===== src/common/memctrl_defs.svh =====
`ifndef MEMCTRL_DEFS_SVH
`define MEMCTRL_DEFS_SVH

// byte address width of the shared RAM
`define MEM_ADDR_W 17

// number of bytes behind that address
`define MEM_DEPTH (1 << `MEM_ADDR_W)

// RAM read latency is one clock.
// a byte addressed in cycle k shows up on ramRdata in cycle k+1,
// and stays there as long as the address does not move

`endif


===== src/common/memPkg.sv =====
package memPkg;

`include "memctrl_defs.svh"

    typedef logic [`MEM_ADDR_W-1:0] addrT;
    typedef logic [31:0]            wordT;
    typedef logic [7:0]             byteT;

    // bytes per access, 1, 2 or 4
    typedef logic [2:0]             lenT;

    // same codes as the old wait bus
    typedef enum logic [1:0] {
        ownNone  = 2'b00,
        ownData  = 2'b01,
        ownFetch = 2'b10
    } ownerT;

    typedef enum logic [1:0] {
        seqIdle,
        seqRead,
        seqWrite,
        seqDone
    } seqStateT;

endpackage


===== src/common/memReqIf.sv =====
`timescale 1ns/1ps

interface memReqIf
    import memPkg::*;
();
    logic valid;
    logic isWrite;
    lenT  len;
    addrT addr;
    wordT wdata;
    logic done;
    wordT rdata;

    modport arb (
        output valid,
        output isWrite,
        output len,
        output addr,
        output wdata,
        input  done,
        input  rdata
    );

    modport seq (
        input  valid,
        input  isWrite,
        input  len,
        input  addr,
        input  wdata,
        output done,
        output rdata
    );

endinterface


===== src/memctrl/byteSequencer.sv =====
`timescale 1ns/1ps

module byteSequencer
    import memPkg::*;
(
    input  logic clk,
    input  logic rst,
    input  logic ready,
    input  logic ioBufferFull,

    memReqIf.seq req,

    output addrT ramAddr,
    output logic ramWe,
    output byteT ramWdata,
    input  byteT ramRdata
);
    seqStateT state;
    lenT      idx;
    lenT      nextIdx;
    lenT      capIdx;
    addrT     issueAddr;
    addrT     heldAddr;
    wordT     acc;
    logic     adv;
    logic     start;

    assign adv     = ready && !ioBufferFull;
    assign start   = (state == seqIdle) && adv && req.valid;
    assign nextIdx = idx + 3'd1;

    // byte returned now was issued one advancing cycle ago
    assign capIdx  = idx - 3'd1;

    assign issueAddr = req.addr + addrT'(idx);

    // in a stall the last issued address stays on the bus,
    // so ramRdata still holds the byte waiting to be captured
    assign ramAddr = adv ? issueAddr : heldAddr;

    always_ff @(posedge clk) begin
        heldAddr <= ramAddr;
    end

    assign ramWdata = req.wdata[{idx[1:0], 3'b000} +: 8];
    assign ramWe    = adv && req.valid && req.isWrite &&
                      ((state == seqIdle) || (state == seqWrite));

    always_ff @(posedge clk) begin
        if (rst) begin
            state <= seqIdle;
            idx   <= '0;
        end else begin
            case (state)
                seqIdle: begin
                    if (start) begin
                        idx <= 3'd1;
                        if (!req.isWrite) begin
                            state <= seqRead;
                        end else if (req.len == 3'd1) begin
                            state <= seqDone;
                        end else begin
                            state <= seqWrite;
                        end
                    end
                end
                seqRead: begin
                    if (adv) begin
                        if (idx == req.len) begin
                            state <= seqDone;
                        end else begin
                            idx <= nextIdx;
                        end
                    end
                end
                seqWrite: begin
                    if (adv) begin
                        if (nextIdx == req.len) begin
                            state <= seqDone;
                        end else begin
                            idx <= nextIdx;
                        end
                    end
                end
                seqDone: begin
                    // done pulse is a single cycle, stall or not
                    state <= seqIdle;
                    idx   <= '0;
                end
                default: begin
                    state <= seqIdle;
                    idx   <= '0;
                end
            endcase
        end
    end

    // little-endian assembly, upper bytes stay zero
    always_ff @(posedge clk) begin
        if (start) begin
            acc <= '0;
        end else if ((state == seqRead) && adv) begin
            acc[{capIdx[1:0], 3'b000} +: 8] <= ramRdata;
        end
    end

    assign req.done  = (state == seqDone);
    assign req.rdata = acc;

    // a stall freezes the byte counter, so no byte is issued twice
    stallHolds: assert property (
        @(posedge clk) disable iff (rst)
        !adv && (state != seqDone) |=> $stable(state) && $stable(idx) && $stable(acc)
    );

    legalLen: assert property (
        @(posedge clk) disable iff (rst)
        req.valid |-> req.len inside {3'd1, 3'd2, 3'd4}
    );

endmodule


===== src/memctrl/memArbiter.sv =====
`timescale 1ns/1ps

module memArbiter
    import memPkg::*;
(
    input  logic  clk,
    input  logic  rst,
    input  logic  ready,
    input  logic  ioBufferFull,

    input  logic  fetchEn,
    input  addrT  fetchAddr,
    output logic  fetchDone,
    output wordT  fetchInst,

    input  logic  dataEn,
    input  logic  dataWrite,
    input  lenT   dataLen,
    input  addrT  dataAddr,
    input  wordT  dataWdata,
    output logic  dataDone,
    output wordT  dataRdata,

    output ownerT owner,
    memReqIf.arb  req
);
    logic adv;
    logic grant;

    assign adv = ready && !ioBufferFull;

    // only grant from idle, data first
    assign grant = adv && !req.valid && (dataEn || fetchEn);

    always_ff @(posedge clk) begin
        if (rst) begin
            owner     <= ownNone;
            req.valid <= 1'b0;
        end else if (req.done) begin
            // one idle cycle between requests
            owner     <= ownNone;
            req.valid <= 1'b0;
        end else if (grant) begin
            req.valid <= 1'b1;
            if (dataEn) begin
                owner <= ownData;
            end else begin
                owner <= ownFetch;
            end
        end
    end

    // operands held until done
    always_ff @(posedge clk) begin
        if (grant) begin
            if (dataEn) begin
                req.isWrite <= dataWrite;
                req.len     <= dataLen;
                req.addr    <= dataAddr;
                req.wdata   <= dataWdata;
            end else begin
                // fetch is always a full word read
                req.isWrite <= 1'b0;
                req.len     <= 3'd4;
                req.addr    <= fetchAddr;
                req.wdata   <= '0;
            end
        end
    end

    // done only reaches the owner
    assign fetchDone = req.done && (owner == ownFetch);
    assign dataDone  = req.done && (owner == ownData);
    assign fetchInst = (owner == ownFetch) ? req.rdata : '0;
    assign dataRdata = (owner == ownData) ? req.rdata : '0;

    // owning client keeps its enable up until its done pulse
    ownerHoldsEnable: assert property (
        @(posedge clk) disable iff (rst)
        req.valid && !req.done |-> ((owner == ownData) ? dataEn : fetchEn)
    );

    // the sequencer must never finish a request nobody owns
    doneHasOwner: assert property (
        @(posedge clk) disable iff (rst)
        req.done |-> owner != ownNone
    );

endmodule


===== src/source/memCtrlTop.sv =====
`timescale 1ns/1ps

module memCtrlTop
    import memPkg::*;
(
    input  logic  clk,
    input  logic  rst,
    input  logic  ready,
    input  logic  ioBufferFull,

    input  logic  fetchEn,
    input  addrT  fetchAddr,
    output logic  fetchDone,
    output wordT  fetchInst,

    input  logic  dataEn,
    input  logic  dataWrite,
    input  lenT   dataLen,
    input  addrT  dataAddr,
    input  wordT  dataWdata,
    output logic  dataDone,
    output wordT  dataRdata,

    output ownerT owner,

    output addrT  ramAddr,
    output logic  ramWe,
    output byteT  ramWdata,
    input  byteT  ramRdata
);
    memReqIf req ();

    memArbiter arbiter (
        .clk          (clk),
        .rst          (rst),
        .ready        (ready),
        .ioBufferFull (ioBufferFull),
        .fetchEn      (fetchEn),
        .fetchAddr    (fetchAddr),
        .fetchDone    (fetchDone),
        .fetchInst    (fetchInst),
        .dataEn       (dataEn),
        .dataWrite    (dataWrite),
        .dataLen      (dataLen),
        .dataAddr     (dataAddr),
        .dataWdata    (dataWdata),
        .dataDone     (dataDone),
        .dataRdata    (dataRdata),
        .owner        (owner),
        .req          (req.arb)
    );

    // one granted request at a time
    byteSequencer sequencer (
        .clk          (clk),
        .rst          (rst),
        .ready        (ready),
        .ioBufferFull (ioBufferFull),
        .req          (req.seq),
        .ramAddr      (ramAddr),
        .ramWe        (ramWe),
        .ramWdata     (ramWdata),
        .ramRdata     (ramRdata)
    );

endmodule

===== config.mk =====
export PLATFORM = sky130hd
export DESIGN_NAME = memCtrlTop
export DESIGN_NICKNAME = d
export VERILOG_FILES = /design/src/common/memPkg.sv /design/src/common/memReqIf.sv /design/src/memctrl/byteSequencer.sv /design/src/memctrl/memArbiter.sv /design/src/source/memCtrlTop.sv
export VERILOG_INCLUDE_DIRS = /design/src /design/src/common
export SDC_FILE = /design/constraint.sdc
export NUM_CORES = 1
export LEC_CHECK = 0
export ABC_CLOCK_PERIOD_IN_PS = 3350
export BUFFER_PORTS_ARGS = -buffer_cell sky130_fd_sc_hd__buf_2
export CAP_MARGIN = 20
export CORE_ASPECT_RATIO = 0.6
export CORE_UTILIZATION = 46
export CTS_CLUSTER_DIAMETER = 120
export CTS_CLUSTER_SIZE = 8
export DETAILED_ROUTE_END_ITERATION = 8
export GPL_TIMING_DRIVEN = 0
export PLACE_DENSITY_LB_ADDON = 0.05
export SLEW_MARGIN = 10
export SYNTH_ARGS = -nofsm -noshare
export SYNTH_HDL_FRONTEND = slang
export SYNTH_SLANG_ARGS = --single-unit
export TNS_END_PERCENT = 10

===== constraint.sdc =====
create_clock -name clk -period 3.35 [get_ports clk]
set_input_delay 0.1675 -clock clk [delete_from_list [all_inputs] [get_ports clk]]
set_output_delay 0.1675 -clock clk [all_outputs]
set_load 0.05 [all_outputs]

==> PnR_summary.wiki <==
{| class="wikitable"
! Metric !! Value
|-
| Footprint of the flip-flops and latches || 0.002733 sq mm
|-
| Least setup slack across all paths after layout || 0.4096 ns
|-
| CTS tree || done
|-
| Setup Buffers After CTS || 0
|-
| Area occupied by multi-input gates || 0.002618 sq mm
|-
| Worst Max-Slew Pin Slew || 0.7780 ns
|-
| Result of the run || finished clean
|-
| Final number of hold-violating endpoints || 0
|-
| Netlist Area Pre-Place || 0.005509 sq mm
|-
| Power density over the cells || 503.3 mW/mm^2
|-
| Top library cells by usage in the layout, fill and taps aside || 178 x sky130_fd_sc_hd__buf_2, 102 x sky130_fd_sc_hd__and2_1, 57 x sky130_fd_sc_hd__dfxtp_1
|-
| Required time at the worst-slack endpoint || 3.63 ns
|-
| Stages on worst setup path || 7
|-
| Number of nets in the layout || 827
|-
| Final antenna-violating net count || 0
|-
| Hold path cells || 2
|-
| Share of the yosys chip area belonging to registers || about half
|-
| Slew Limit Headroom || 47.73%
|-
| Count of filler cells inserted in the layout || 1011
|-
| Number of levels in the clock H-tree || 3
|-
| Layout overhead on the synthesized area || 25.87%
|-
| Average cell area after synthesis || 10.20 sq um
|-
| Worst setup skew after layout || between 0.008 and 0.009 ns
|-
| Combined global-route utilization of all metal layers || 24.25%
|-
| Average vias per placed instance || 5.196
|-
| Final standard cell utilization of the core || between 60% and 70%
|-
| Final routed wire length divided by cell count || 16.22 microns
|-
| Number of buffers inserted by port buffering || 176
|-
| Final setup fails || 0
|-
| Most common library cell in the layout ignoring fill and taps || sky130_fd_sc_hd__buf_2
|-
| Worst skew pair latency || 0.35 ns
|-
| Leakage component of the power || 2.941 nW
|-
| Chain of cells forming the critical path || clkbuf_1 > inv_1 > ha_1 > xnor2_2 > a41oi_2 > or4_1 > a21oi_1
|-
| Share of layout cells above drive strength 1 || between 30% and 40%
|-
| Iteration count of the initial detailed-routing pass || 4
|-
| Kind of path behind the tightest hold check || input pin to flip-flop
|-
| Post-synth EDFFs || 53
|-
| Main flop type after synthesis || sky130_fd_sc_hd__dfxtp_1
|-
| Setup repair after global routing missed its margin || no
|-
| Critical-path cell with the highest stage delay || sky130_fd_sc_hd__clkbuf_1
|-
| Fin crit share || about 88%
|-
| Number of buffers and inverters on the critical path || 2
|-
| Crit path time final || 2.940 ns
|-
| Type of origin of the critical path || flip-flop
|-
| Worst-case reg-to-reg path depth || 7
|-
| Die height || 86.77 microns
|-
| Count of yosys warnings during synthesis || 0
|-
| Via count of the first global-routing pass || 4307
|-
| Synth Register Bits || between 100 and 150
|-
| I/O pins || ~180
|-
| Critical path's largest stage delay || 0.57 ns
|-
| Full die area || 0.01243 sq mm
|-
| Global-route wire length before repair || 22.61 mm
|-
| Global placer's final weighted congestion || around 0.86
|-
| Cell chosen for the clock root || sky130_fd_sc_hd__clkbuf_16
|-
| Async set or reset register ratio after synthesis || 0%
|-
| Violation count after the first detailed-routing iteration || 318
|-
| Count of mapped cells out of synthesis || 540
|-
| Pre-CTS setup slack || roughly 0.45 ns
|-
| Placeable Area || 0.01149 sq mm
|-
| Die X-Extent || 143.3 microns
|-
| F_max || about 0.34 GHz
|-
| Number of antenna diodes || 0
|-
| Critical path endpoint category || flip-flop
|-
| Number of resized instances in the post-cts repair step || 0
|-
| Antenna violations before repair || 0
|-
| Initial standard-cell utilization of the core || 47.96%
|-
| Buffer levels on the longest clock path || 2
|-
| Global route overflow || 0
|-
| Post-Place Cells || 879
|-
| Via count || about 4.7k
|-
| Max-slew violation count || 0
|-
| Post-detailed-placement half-perimeter wirelength || 11.21 mm
|-
| Crit-path max FO || 10
|-
| Arrival time of the worst setup path || 3.22 ns
|-
| Largest net degree at the start of global routing || 20
|-
| Max VDD drop || 262.1 uV
|-
| Number of sinks driven by the clock tree || 110
|-
| Setup CP Type || flip-flop to flip-flop
|-
| Post-Synthesis Net Count || approximately 640
|-
| Max_cap viols || 0
|-
| Dominant delay contributor by cell family on the critical path || buffers and inverters
|-
| Clock transition at path regs || about 0.070 ns
|-
| Post-synthesis cell type count || 53
|-
| Flop-to-flop setup slack || 0.41 ns
|-
| Layout Cells excl Fill || 895
|-
| Setup TNS || 0 ns
|-
| Final routed DRC violation total || 0
|-
| # hold bufs at CTS || 0
|-
| Final WL || 14.52 mm
|-
| Number of rows created at floorplan || 30
|-
| Inserted Clock Buffers || 9
|}
==> kinds of logic after synthesis <==
kind of cell / share of synthesized area, %
AOI/OAI and AO/OA: 8.040
xor gates and xnor gates: 2.771
adders and majority gates: 3.089
buffers and inverters: 2.998
DFF: 49.60
muxes: 7.290
and+or+nand+nor: 26.21
==> synth_stat cells (2+ instances only) <==
cell type                  count  area, sq um
sky130_fd_sc_hd__buf_2         2        10.01
sky130_fd_sc_hd__nor4_1        2        12.51
sky130_fd_sc_hd__buf_4         3        22.52
sky130_fd_sc_hd__or4_1         4        30.03
sky130_fd_sc_hd__nand2b_1      5        31.28
sky130_fd_sc_hd__and2_1      102        638.1
sky130_fd_sc_hd__o21ai_1       4        20.02
sky130_fd_sc_hd__inv_1         8        30.03
sky130_fd_sc_hd__nor3_1        8        40.04
sky130_fd_sc_hd__nor2b_1       4        25.02
sky130_fd_sc_hd__a21o_1        2        15.01
sky130_fd_sc_hd__xnor2_1      11        96.34
sky130_fd_sc_hd__and4_1        3        26.28
sky130_fd_sc_hd__buf_1         4        15.01
sky130_fd_sc_hd__mux2_2       17        191.4
sky130_fd_sc_hd__a31oi_1       6        37.54
sky130_fd_sc_hd__o21ai_0       6        30.03
sky130_fd_sc_hd__and3_1       10        62.56
sky130_fd_sc_hd__mux4_2        8        180.2
sky130_fd_sc_hd__o31ai_1       5        37.54
sky130_fd_sc_hd__clkbuf_1     22        82.58
sky130_fd_sc_hd__nor2_1       15        56.30
sky130_fd_sc_hd__mux2i_1       3        30.03
sky130_fd_sc_hd__dfxtp_1      57         1141
sky130_fd_sc_hd__a21oi_1      39        195.2
sky130_fd_sc_hd__nand2_1      52        195.2
sky130_fd_sc_hd__ha_1         12        150.1
sky130_fd_sc_hd__edfxtp_1     53         1592
sky130_fd_sc_hd__o41ai_1       2        17.52
sky130_fd_sc_hd__nand4_1       8        50.05
sky130_fd_sc_hd__nand3_1      41        205.2
==> cell type report <==
type | instances | area share (%)
plain buffers | 32 | 1.949
inverters | 8 | 0.4331
clock buffers | 10 | 3.302
repair buffers | 179 | 13.53
flip-flops and latches | 110 | 39.41
multi-input cells | 390 | 37.75
well taps | 160 | 2.887
clock inverters | 6 | 0.7398
==> where the power goes <==
| group | leakage, nW | internal (mW) | total (mW) | switching [mW] |
|---|---|---|---|---|
| clock | 0.136 | 0.519 | 1.04 | 0.517 |
| sequential | 0.961 | 1.50 | 1.55 | 0.0521 |
| combinational | 1.84 | 0.307 | 0.899 | 0.592 |
| total | 2.94 | 2.33 | 3.49 | 1.16 |
==> final timing paths <==
| check | end | start |
|---|---|---|
| max | sequencer.state[1] | sequencer.idx[1] |
| min | arbiter.req.len[2] | dataLen[2] |
| max reg2reg | sequencer.state[1] | sequencer.idx[1] |
| min reg2reg | sequencer.heldAddr[1] | sequencer.heldAddr[1] |
==> flip-flops by register name, summed over array words and instances, names as in the netlist <==
| name | count |
|---|---|
| sequencer.heldAddr | 17 |
| arbiter.req.len | 3 |
| arbiter.req.valid | 1 |
| arbiter.owner | 2 |
| arbiter.req.isWrite | 1 |
| sequencer.state | 2 |
| arbiter.req.addr | 17 |
| sequencer.idx | 3 |
| sequencer.req.rdata | 32 |
| arbiter.req.wdata | 32 |
==> routing by layer <==
metal | part of all wire, % | wire length [microns] | up-vias | global-route usage (%)
met5 | 0 | 0 | - | 0
met4 | 0.96 | 139 | 0 | 5.609
met3 | 7.9 | 1140 | 13 | 6.519
met2 | 41 | 6020 | 162 | 34.46
met1 | 50 | 7215 | 2187 | 36.45
li1 | - | - | 2288 | -
==> through the flow <==
| stage | cell area, sq um | power [mW] | hold WS, ns |
|---|---|---|---|
| final | 6934 | 3.490 | 0.07917 |
| after detailed placement | 6654 | 2.479 | 0.4342 |
| after global routing | 6934 | 3.637 | 0.07600 |
| after global placement | 6590 | 2.449 | 0.4308 |
| after CTS | 6934 | 3.500 | 0.07164 |
| after floorplan | 5509 | 2.229 | 0.3194 |
Note: power is estimated with default switching activity, not from simulation.
